`config.mk`:
```
export PLATFORM = sky130hd
export DESIGN_NAME = rv_trace_core
export DESIGN_NICKNAME = d
export VERILOG_FILES = /design/src/source/rv_core_pkg.sv /design/src/source/rv_decode.sv /design/src/source/rv_execute.sv /design/src/source/rv_regfile.sv /design/src/source/rv_result.sv /design/src/source/rv_trace_core.sv /design/src/source/rv_tracelog.sv
export SDC_FILE = /design/constraint.sdc
export NUM_CORES = 2
export LEC_CHECK = 0
export BUFFER_PORTS_ARGS = -buffer_cell sky130_fd_sc_hd__buf_4
export CELL_PAD_IN_SITES_DETAIL_PLACEMENT = 0
export CELL_PAD_IN_SITES_GLOBAL_PLACEMENT = 2
export CORE_UTILIZATION = 46
export CTS_CLUSTER_DIAMETER = 50
export DETAILED_ROUTE_END_ITERATION = 10
export PLACE_DENSITY_LB_ADDON = 0.1
export REMOVE_ABC_BUFFERS = 1
export SLEW_MARGIN = 20
export SYNTH_ARGS = -nofsm -noshare
export SYNTH_HDL_FRONTEND = slang
export SYNTH_SLANG_ARGS = --single-unit
```
`constraint.sdc`:
```
create_clock -name clk -period 6.8 [get_ports clk]
set_input_delay 0.34 -clock clk [delete_from_list [all_inputs] [get_ports clk]]
set_output_delay 0.34 -clock clk [all_outputs]
set_load 0.01 [all_outputs]
```
`src/source/rv_core_pkg.sv`:
```
// --------------------
// Shared types of the RV32I trace core. All words are 32 bits.
// The register index is always 5 bits, even for a 16-register core.
// --------------------

package rv_core_pkg;

    // Widths that carry a meaning
    typedef logic [31:0] xlen_t;     // Data or address word
    typedef logic [4:0]  reg_idx_t;  // Register index
    typedef logic [31:0] stamp_t;    // Cycles since reset
    typedef logic [15:0] delay_t;    // Cycles since previous record, saturating

    localparam xlen_t RESET_PC = '0;

    // Major opcodes that are supported
    localparam logic [6:0] OPC_OP     = 7'b0110011;
    localparam logic [6:0] OPC_OP_IMM = 7'b0010011;
    localparam logic [6:0] OPC_LUI    = 7'b0110111;
    localparam logic [6:0] OPC_JAL    = 7'b1101111;

    // funct3 codes shared by OP and OP-IMM
    localparam logic [2:0] F3_ADD = 3'b000;
    localparam logic [2:0] F3_XOR = 3'b100;
    localparam logic [2:0] F3_OR  = 3'b110;
    localparam logic [2:0] F3_AND = 3'b111;

    localparam logic [6:0] F7_BASE = 7'b0000000;
    localparam logic [6:0] F7_SUB  = 7'b0100000;

    typedef enum logic [2:0] {
        ALU_ADD,
        ALU_SUB,
        ALU_AND,
        ALU_OR,
        ALU_XOR,
        ALU_PASS_B,  // LUI, immediate goes straight through
        ALU_LINK     // JAL, return address pc+4
    } alu_op_e;

    // --------------------
    // Stage payloads
    // --------------------
    typedef struct packed {
        xlen_t    pc;
        alu_op_e  alu_op;
        reg_idx_t rd;
        reg_idx_t rs1;
        reg_idx_t rs2;
        xlen_t    imm;
        logic     use_imm;  // Operand b from imm instead of rs2
        logic     wr_en;
        logic     illegal;
    } dec_op_t;

    typedef struct packed {
        xlen_t    pc;
        reg_idx_t rd;
        logic     wr_en;    // Low for x0, illegal or no destination
        xlen_t    data;
        logic     illegal;
    } exe_res_t;

    typedef struct packed {
        stamp_t   stamp;
        delay_t   delay;
        xlen_t    pc;
        reg_idx_t rd;
        logic     wr_en;
        xlen_t    data;
        logic     illegal;
    } trace_rec_t;

endpackage

```
`src/source/rv_decode.sv`:
```
// --------------------
// Instructions arrive in program order on the taken path.
// Only the PC is tracked here, nothing is fetched.
// --------------------

`timescale 1ns/1ps

module rv_decode import rv_core_pkg::*; #(
    parameter int NUM_REGS = 32
) (
    input  logic    clk,
    input  logic    rst_n,
    input  logic    instr_valid,
    input  xlen_t   instr,
    output logic    instr_ready,
    output logic    dec_valid,
    output dec_op_t dec,
    input  logic    dec_ready
);

    xlen_t   pc_q;
    dec_op_t dec_d;
    xlen_t   imm_j;
    logic    accept;

    assign instr_ready = ~dec_valid | dec_ready;
    assign accept      = instr_valid & instr_ready;
    assign imm_j       = {{12{instr[31]}}, instr[19:12], instr[20], instr[30:21], 1'b0};

    always_comb begin
        logic [6:0] opcode;
        logic [2:0] funct3;
        logic [6:0] funct7;
        logic       bad_rd;
        logic       bad_rs1;
        logic       bad_rs2;

        opcode  = instr[6:0];
        funct3  = instr[14:12];
        funct7  = instr[31:25];
        bad_rd  = int'(instr[11:7]) >= NUM_REGS;
        bad_rs1 = int'(instr[19:15]) >= NUM_REGS;
        bad_rs2 = int'(instr[24:20]) >= NUM_REGS;

        dec_d         = '0;
        dec_d.pc      = pc_q;
        dec_d.alu_op  = ALU_ADD;
        dec_d.rd      = instr[11:7];
        dec_d.illegal = 1'b1;  // Cleared by a recognised encoding

        case (opcode)
            OPC_OP: begin
                dec_d.rs1     = instr[19:15];
                dec_d.rs2     = instr[24:20];
                dec_d.illegal = bad_rd | bad_rs1 | bad_rs2;
                case (funct3)
                    F3_ADD: begin
                        if (funct7 == F7_SUB) dec_d.alu_op = ALU_SUB;
                        else if (funct7 != F7_BASE) dec_d.illegal = 1'b1;
                    end
                    F3_XOR: dec_d.alu_op = ALU_XOR;
                    F3_OR:  dec_d.alu_op = ALU_OR;
                    F3_AND: dec_d.alu_op = ALU_AND;
                    default: dec_d.illegal = 1'b1;
                endcase
                if (funct3 != F3_ADD && funct7 != F7_BASE) dec_d.illegal = 1'b1;
            end
            OPC_OP_IMM: begin
                dec_d.rs1     = instr[19:15];
                dec_d.imm     = {{20{instr[31]}}, instr[31:20]};
                dec_d.use_imm = 1'b1;
                dec_d.illegal = bad_rd | bad_rs1;
                case (funct3)
                    F3_ADD: dec_d.alu_op = ALU_ADD;
                    F3_XOR: dec_d.alu_op = ALU_XOR;
                    F3_OR:  dec_d.alu_op = ALU_OR;
                    F3_AND: dec_d.alu_op = ALU_AND;
                    default: dec_d.illegal = 1'b1;  // SLTI, shifts and the rest
                endcase
            end
            OPC_LUI: begin
                dec_d.alu_op  = ALU_PASS_B;
                dec_d.imm     = {instr[31:12], 12'b0};
                dec_d.use_imm = 1'b1;
                dec_d.illegal = bad_rd;
            end
            OPC_JAL: begin
                dec_d.alu_op  = ALU_LINK;
                dec_d.imm     = imm_j;
                dec_d.illegal = bad_rd;
            end
            default: ;
        endcase

        dec_d.wr_en = ~dec_d.illegal;
    end

    always_ff @(posedge clk) begin
        if (!rst_n) begin
            dec_valid <= 1'b0;
            pc_q      <= RESET_PC;
        end else begin
            if (accept) begin
                dec_valid <= 1'b1;
                // Taken jump redirects the traced PC
                if (dec_d.alu_op == ALU_LINK && !dec_d.illegal) pc_q <= pc_q + imm_j;
                else pc_q <= pc_q + 32'd4;
            end else if (dec_ready) begin
                dec_valid <= 1'b0;
            end
        end
    end

    always_ff @(posedge clk) begin
        if (accept) dec <= dec_d;
    end

endmodule

```
`src/source/rv_execute.sv`:
```
// --------------------
// Holds one decoded op. Operands are read while it waits, so the
// producer is always in the result stage or already in the regfile.
// --------------------

`timescale 1ns/1ps

module rv_execute import rv_core_pkg::*; (
    input  logic     clk,
    input  logic     rst_n,
    input  logic     dec_valid,
    input  dec_op_t  dec,
    output logic     dec_ready,
    output reg_idx_t rs1_idx,
    output reg_idx_t rs2_idx,
    input  xlen_t    rs1_data,
    input  xlen_t    rs2_data,
    input  logic     fwd_valid,
    input  reg_idx_t fwd_idx,
    input  xlen_t    fwd_data,
    output logic     exe_valid,
    output exe_res_t exe,
    input  logic     exe_ready
);

    dec_op_t op_q;
    xlen_t   op_a;
    xlen_t   op_b;
    xlen_t   alu_out;
    logic    wr_en;

    assign dec_ready = ~exe_valid | exe_ready;

    always_ff @(posedge clk) begin
        if (!rst_n) begin
            exe_valid <= 1'b0;
        end else if (dec_ready) begin
            exe_valid <= dec_valid;
        end
    end

    always_ff @(posedge clk) begin
        if (dec_valid && dec_ready) op_q <= dec;
    end

    // --------------------
    // Operands
    // --------------------
    assign rs1_idx = op_q.rs1;
    assign rs2_idx = op_q.rs2;

    // Pending write in the result stage wins over the regfile
    assign op_a = (fwd_valid && fwd_idx == op_q.rs1 && op_q.rs1 != '0) ? fwd_data : rs1_data;

    always_comb begin
        if (op_q.use_imm) op_b = op_q.imm;
        else if (fwd_valid && fwd_idx == op_q.rs2 && op_q.rs2 != '0) op_b = fwd_data;
        else op_b = rs2_data;
    end

    always_comb begin
        case (op_q.alu_op)
            ALU_ADD:    alu_out = op_a + op_b;
            ALU_SUB:    alu_out = op_a - op_b;
            ALU_AND:    alu_out = op_a & op_b;
            ALU_OR:     alu_out = op_a | op_b;
            ALU_XOR:    alu_out = op_a ^ op_b;
            ALU_PASS_B: alu_out = op_b;
            ALU_LINK:   alu_out = op_q.pc + 32'd4;
            default:    alu_out = '0;
        endcase
    end

    assign wr_en = op_q.wr_en & ~op_q.illegal & (op_q.rd != '0);

    assign exe.pc      = op_q.pc;
    assign exe.rd      = op_q.rd;
    assign exe.wr_en   = wr_en;
    assign exe.data    = wr_en ? alu_out : '0;  // Zero when nothing is written
    assign exe.illegal = op_q.illegal;

endmodule

```
`src/source/rv_regfile.sv`:
```
// --------------------
// Reads are combinational, writes land on the clock edge.
// Indices at or above NUM_REGS read zero and are not written.
// --------------------

`timescale 1ns/1ps

module rv_regfile import rv_core_pkg::*; #(
    parameter int NUM_REGS = 32
) (
    input  logic     clk,
    input  logic     rst_n,
    input  logic     wr_en,
    input  reg_idx_t wr_idx,
    input  xlen_t    wr_data,
    input  reg_idx_t rd_idx_a,
    input  reg_idx_t rd_idx_b,
    output xlen_t    rd_data_a,
    output xlen_t    rd_data_b
);

    xlen_t regs [1:NUM_REGS-1];  // x0 has no storage

    function automatic logic idx_ok(reg_idx_t idx);
        return (idx != '0) && (int'(idx) < NUM_REGS);
    endfunction

    assign rd_data_a = idx_ok(rd_idx_a) ? regs[rd_idx_a] : '0;
    assign rd_data_b = idx_ok(rd_idx_b) ? regs[rd_idx_b] : '0;

    always_ff @(posedge clk) begin
        if (!rst_n) begin
            for (int i = 1; i < NUM_REGS; i++) begin
                regs[i] <= '0;
            end
        end else if (wr_en && idx_ok(wr_idx)) begin
            regs[wr_idx] <= wr_data;
        end
    end

endmodule

```
`src/source/rv_result.sv`:
```
// --------------------
// The regfile write happens on the edge the item moves to the trace
// stage. Until then the write is offered for forwarding.
// --------------------

`timescale 1ns/1ps

module rv_result import rv_core_pkg::*; (
    input  logic     clk,
    input  logic     rst_n,
    input  logic     exe_valid,
    input  exe_res_t exe,
    output logic     exe_ready,
    output logic     fwd_valid,
    output reg_idx_t fwd_idx,
    output xlen_t    fwd_data,
    output logic     rf_wr_en,
    output logic     ret_valid,
    output exe_res_t ret,
    input  logic     ret_ready
);

    logic     res_valid;
    exe_res_t res_q;

    assign exe_ready = ~res_valid | ret_ready;

    always_ff @(posedge clk) begin
        if (!rst_n) begin
            res_valid <= 1'b0;
        end else if (exe_ready) begin
            res_valid <= exe_valid;
        end
    end

    always_ff @(posedge clk) begin
        if (exe_valid && exe_ready) res_q <= exe;
    end

    // Pending write, visible to execute
    assign fwd_valid = res_valid & res_q.wr_en;
    assign fwd_idx   = res_q.rd;
    assign fwd_data  = res_q.data;

    // Commit on the retire handshake
    assign rf_wr_en = res_valid & ret_ready & res_q.wr_en;

    assign ret_valid = res_valid;
    assign ret       = res_q;

endmodule

```
`src/source/rv_trace_core.sv`:
```
// --------------------
// Four-stage RV32I core with a retire trace port.
// Trace latency is three cycles after instruction accept.
// --------------------

`timescale 1ns/1ps

module rv_trace_core import rv_core_pkg::*; #(
    parameter int NUM_REGS = 32  // 16 for an RVE-style core
) (
    input  logic       clk,
    input  logic       rst_n,
    input  logic       instr_valid,
    input  xlen_t      instr,
    output logic       instr_ready,
    output logic       trace_valid,
    output trace_rec_t trace,
    input  logic       trace_ready
);

    logic     dec_valid, dec_ready;
    dec_op_t  dec;
    logic     exe_valid, exe_ready;
    exe_res_t exe;
    logic     ret_valid, ret_ready;
    exe_res_t ret;
    reg_idx_t rs1_idx, rs2_idx;
    xlen_t    rs1_data, rs2_data;
    logic     fwd_valid;
    reg_idx_t fwd_idx;
    xlen_t    fwd_data;
    logic     rf_wr_en;

    rv_decode #(.NUM_REGS(NUM_REGS)) decode_i (
        .clk, .rst_n, .instr_valid, .instr, .instr_ready,
        .dec_valid, .dec, .dec_ready
    );

    rv_regfile #(.NUM_REGS(NUM_REGS)) regfile_i (
        .clk, .rst_n,
        .wr_en     (rf_wr_en),
        .wr_idx    (ret.rd),
        .wr_data   (ret.data),
        .rd_idx_a  (rs1_idx),
        .rd_idx_b  (rs2_idx),
        .rd_data_a (rs1_data),
        .rd_data_b (rs2_data)
    );

    rv_execute execute_i (
        .clk, .rst_n, .dec_valid, .dec, .dec_ready,
        .rs1_idx, .rs2_idx, .rs1_data, .rs2_data,
        .fwd_valid, .fwd_idx, .fwd_data,
        .exe_valid, .exe, .exe_ready
    );

    rv_result result_i (
        .clk, .rst_n, .exe_valid, .exe, .exe_ready,
        .fwd_valid, .fwd_idx, .fwd_data, .rf_wr_en,
        .ret_valid, .ret, .ret_ready
    );

    rv_tracelog tracelog_i (
        .clk, .rst_n, .ret_valid, .ret, .ret_ready,
        .trace_valid, .trace, .trace_ready
    );

endmodule

```
`src/source/rv_tracelog.sv`:
```
// --------------------
// The stamp counter wraps after 2^32 cycles. The delay saturates at
// 16 bits. The first record's delay equals its stamp.
// --------------------

`timescale 1ns/1ps

module rv_tracelog import rv_core_pkg::*; (
    input  logic       clk,
    input  logic       rst_n,
    input  logic       ret_valid,
    input  exe_res_t   ret,
    output logic       ret_ready,
    output logic       trace_valid,
    output trace_rec_t trace,
    input  logic       trace_ready
);

    stamp_t     cycle_cnt;
    stamp_t     last_stamp;
    stamp_t     diff;
    delay_t     delay;
    trace_rec_t rec_d;
    logic       load;

    // --------------------
    // Cycle counter
    // --------------------
    always_ff @(posedge clk) begin
        if (!rst_n) cycle_cnt <= '0;
        else cycle_cnt <= cycle_cnt + 1'b1;
    end

    assign diff  = cycle_cnt - last_stamp;
    assign delay = (diff[31:16] != '0) ? '1 : diff[15:0];  // Saturate

    // --------------------
    // Record build
    // --------------------
    always_comb begin
        rec_d.stamp   = cycle_cnt;
        rec_d.delay   = delay;
        rec_d.pc      = ret.pc;
        rec_d.rd      = ret.rd;
        rec_d.wr_en   = ret.wr_en;
        rec_d.data    = ret.data;
        rec_d.illegal = ret.illegal;
    end

    assign ret_ready = ~trace_valid | trace_ready;
    assign load      = ret_valid & ret_ready;

    always_ff @(posedge clk) begin
        if (!rst_n) begin
            trace_valid <= 1'b0;
            last_stamp  <= '0;
        end else begin
            if (ret_ready) trace_valid <= ret_valid;
            if (load) last_stamp <= cycle_cnt;
        end
    end

    // Output register, held while trace_ready is low
    always_ff @(posedge clk) begin
        if (load) trace <= rec_d;
    end

endmodule

```
==> results.json <==
{
  "syn_area_sq_mm": 0.0792,
  "timing.final.hold_violations": 0,
  "period_needed_ps": 6590,
  "synth_top_area_share_pct": 52.3,
  "globalRouteTotalUtil_pct": 33.3,
  "final_common_cell": "edfxtp_1",
  "io_pins": 157,
  "slew_headroom_pct": 17.1,
  "ys_warn_count": 0,
  "synth_flop_cell": "edfxtp_1",
  "synth_cells": 5867,
  "power.density_mw_per_mm2": 253,
  "numClockSinks": 1489,
  "path_clk_slew_ps": 60,
  "layout_common_cells": "1380 x edfxtp_1, 1022 x and2_1, 556 x mux4_2",
  "worstMarginPinSlew_ps": 1240,
  "synth_top_area_cell": "edfxtp_1",
  "ir_drop_uv": 302,
  "place_ws_ps": -67.3,
  "synth-seq-cells": 1489,
  "path_max_fanout": 13,
  "clkPwrFrac_pct": 43.5,
  "power_frac_seq_pct": 45.1,
  "clk_root_buffer_cell": "clkbuf_16",
  "hpwl_mm": 184,
  "gr-total-overflow": 0,
  "vias": 54432,
  "drt_wl_total_mm": 291,
  "cp_slowest_stage_delay_ps": 720,
  "swShare_pct": 25.8,
  "synth_compound_area_share_pct": 6.82,
  "grt_pass1_vias": 53051,
  "layout_setup_ws_ps": 208,
  "area_growth_syn_to_layout_pct": 15.7,
  "synth_top_family_by_area": "multiplexers",
  "maxCapViolCount": 0,
  "insertion_delay_ps": 860,
  "worstSetupEndpointType": "register",
  "async_reset_ff_share_pct": 0,
  "slew_viol_final": 0,
  "drc": 0,
  "cts_buffers": 184,
  "max_freq_mhz": 152,
  "cellInternalPower_uw": 17200,
  "grt_pass1_wl_mm": 405,
  "min_path_type": "primary input to register",
  "outcome": "complete, no violations",
  "die_w_microns": 417,
  "postRouteAntennaNets": 0,
  "pwr-share-comb_pct": 11.4,
  "power_leakage_uw": 0.0335,
  "cts.path.max_buffers": 3,
  "syn_avg_cell_area_sq_um": 13.5,
  "ys_types": 87,
  "drtIter0Drc": 7405,
  "start_kind": "register",
  "worst-endpoint-required_ps": 7340,
  "hold_slack_ps": 129,
  "die_h_microns": 417,
  "fin_nets": 6329,
  "dieArea_sq_mm": 0.174,
  "crit_type": "register to register",
  "setup_violations": 0,
  "synth_area_leaders": "edfxtp_1 52%, mux4_2 16%, and2_1 8.1%",
  "synth-simple-area-share_pct": 13.5,
  "rows": 151,
  "whs_path_depth": 4,
  "rrSetupSlack_ps": 210,
  "synth_fa_ha_area_share_pct": 2.54,
  "cp_common_cell": "buf_4",
  "synth_seq_area_share_pct": 55.1,
  "antenna_found_initial": 26,
  "final_util_pct": 53.8,
  "wl_per_cell_microns": 33.8,
  "min_to": "decode_i.dec[51]$_DFFE_PP_",
  "synth-xor-area-share_pct": 1.76,
  "rr_worst_depth": 29,
  "initial_core_util_pct": 46.5,
  "core_sq_mm": 0.170,
  "skew_ps": 44.5,
  "vias_per_cell": 6.33,
  "worstHoldStart": "instr[6]",
  "dr.pass1.iters": 7,
  "cp_slowest_cell": "o211ai_1",
  "synth_mux_area_share_pct": 17.1,
  "htree_levels": 4,
  "cts_tree": "built",
  "power.switching_uw": 5980,
  "globalplace.congestion": 0.920,
  "post-route-period-util_pct": 96.9,
  "synth-edff-count": 1380,
  "port_buffers": 155,
  "drive_gt1_share_pct": 23.4,
  "worstPathArrival_ps": 7130,
  "rr_endpoint": "result_i.fwd_data[30]$_SDFFCE_PN0P_",
  "grt_max_degree": 102
}
-- synthesized netlist by cell type, types with 90 or more instances --
| master | count |
|---|---|
| edfxtp_1 | 1380 |
| nor2_1 | 237 |
| clkbuf_1 | 347 |
| dfxtp_1 | 109 |
| inv_1 | 139 |
| and2_1 | 1022 |
| a22oi_1 | 90 |
| a21oi_1 | 210 |
| mux4_2 | 556 |
| o21ai_0 | 193 |
| nand3_1 | 103 |
| ha_1 | 156 |
| nand2_1 | 358 |
-- metal layers --
metal | GRT usage [%] | share of wire (%) | routed length [microns] | vias to the layer above
li1 | - | - | - | 22742
met4 | 16.4 | 5.1 | 14800 | 4
met1 | 45.9 | 40 | 116000 | 27884
met3 | 6.20 | 9.4 | 27500 | 615
met5 | 0 | 0.0065 | 19 | -
met2 | 50.7 | 46 | 132000 | 3187
-- area by class of cell --
cell class,instances,area (sq um)
Clock buffer,218,4770
Timing Repair Buffer,514,4420
Antenna cell,12,30.0
Sequential cell,1489,43700
Clock inverter,129,1430
Multi-Input combinational cell,3802,33900
Inverter,143,547
Tap cell,2295,2870
Fill cell,14069,78600
-- metrics by stage --
| stage | setup TNS (ps) | power, uW | cells | instance area [sq um] |
|---|---|---|---|---|
| after detailed placement | -67.3 | 13200 | 8202 | 84900 |
| final | 0 | 23200 | 8602 | 91600 |
| after global placement | -139 | 13200 | 8196 | 84700 |
| after floorplan | -232710 | 12300 | 5434 | 77300 |
| after global routing | -0.981 | 23800 | 8591 | 91600 |
| after CTS | 0 | 23200 | 8579 | 91400 |
-- registers in the layout, indices dropped and copies added, names as in the netlist, 31 cells and up, named ones only --
name,cells
regfile_i.regs,1024
execute_i.exe,37
decode_i.dec,84
tracelog_i.cycle_cnt,32
tracelog_i.trace,118
decode_i.pc_q,31
result_i.fwd_data,32
execute_i.op_q,37
tracelog_i.last_stamp,32
result_i.ret,33
-- worst max path at each step --
stage,from,to,slack [ps],depth (start not counted)
after global placement,register,result_i.fwd_data[31]$_SDFFCE_PN0P_,-110,25
after CTS,register,result_i.fwd_data[30]$_SDFFCE_PN0P_,120,27
after global routing,register,result_i.fwd_data[31]$_SDFFCE_PN0P_,-1,27
after floorplan,register,result_i.fwd_data[31]$_SDFFCE_PN0P_,-8110,21
after detailed placement,register,result_i.fwd_data[30]$_SDFFCE_PN0P_,-70,27
final,register,result_i.fwd_data[30]$_SDFFCE_PN0P_,210,29
-- power groups by stage --
stage	clock network, uW	logic (uW)	registers (uW)
6_report	10100	2640	10500
5_1_grt	10500	2770	10500
4_1_cts	10200	2580	10500
3_5_place_dp	0	2560	10700
3_3_place_gp	0	2550	10600
2_1_floorplan	0	1580	10700
-- logic make-up after synthesis --
kind of cell    Yosys count
flops                  1489
buf+inv                 608
compound gates          833
simple gates           1963
other cells               1
fa+ha+maj               159
mux                     655
xor+xnor                159
-- what timing repair did --
item / in CTS / in global routing
endpoints found under the setup margin: 2 / 5
buffers inserted: 0 / 8
hold buffers: 30 / 0
gates resized for setup: 1 / 11
pin swaps: 0 / 5
endpoints found under the hold margin: 52 / 0
cloned: 0 / 1
-- worst max-delay path: cells and delay by family (launching register included) --
family,cells,cell delay (ps)
xor+xnor,1,140
fa+ha+maj,1,370
mux,2,730
buf+inv,7,1100
compound gates,11,2310
flops,1,360
simple gates,7,1230
No activity file was read; power rests on OpenSTA's default activity.
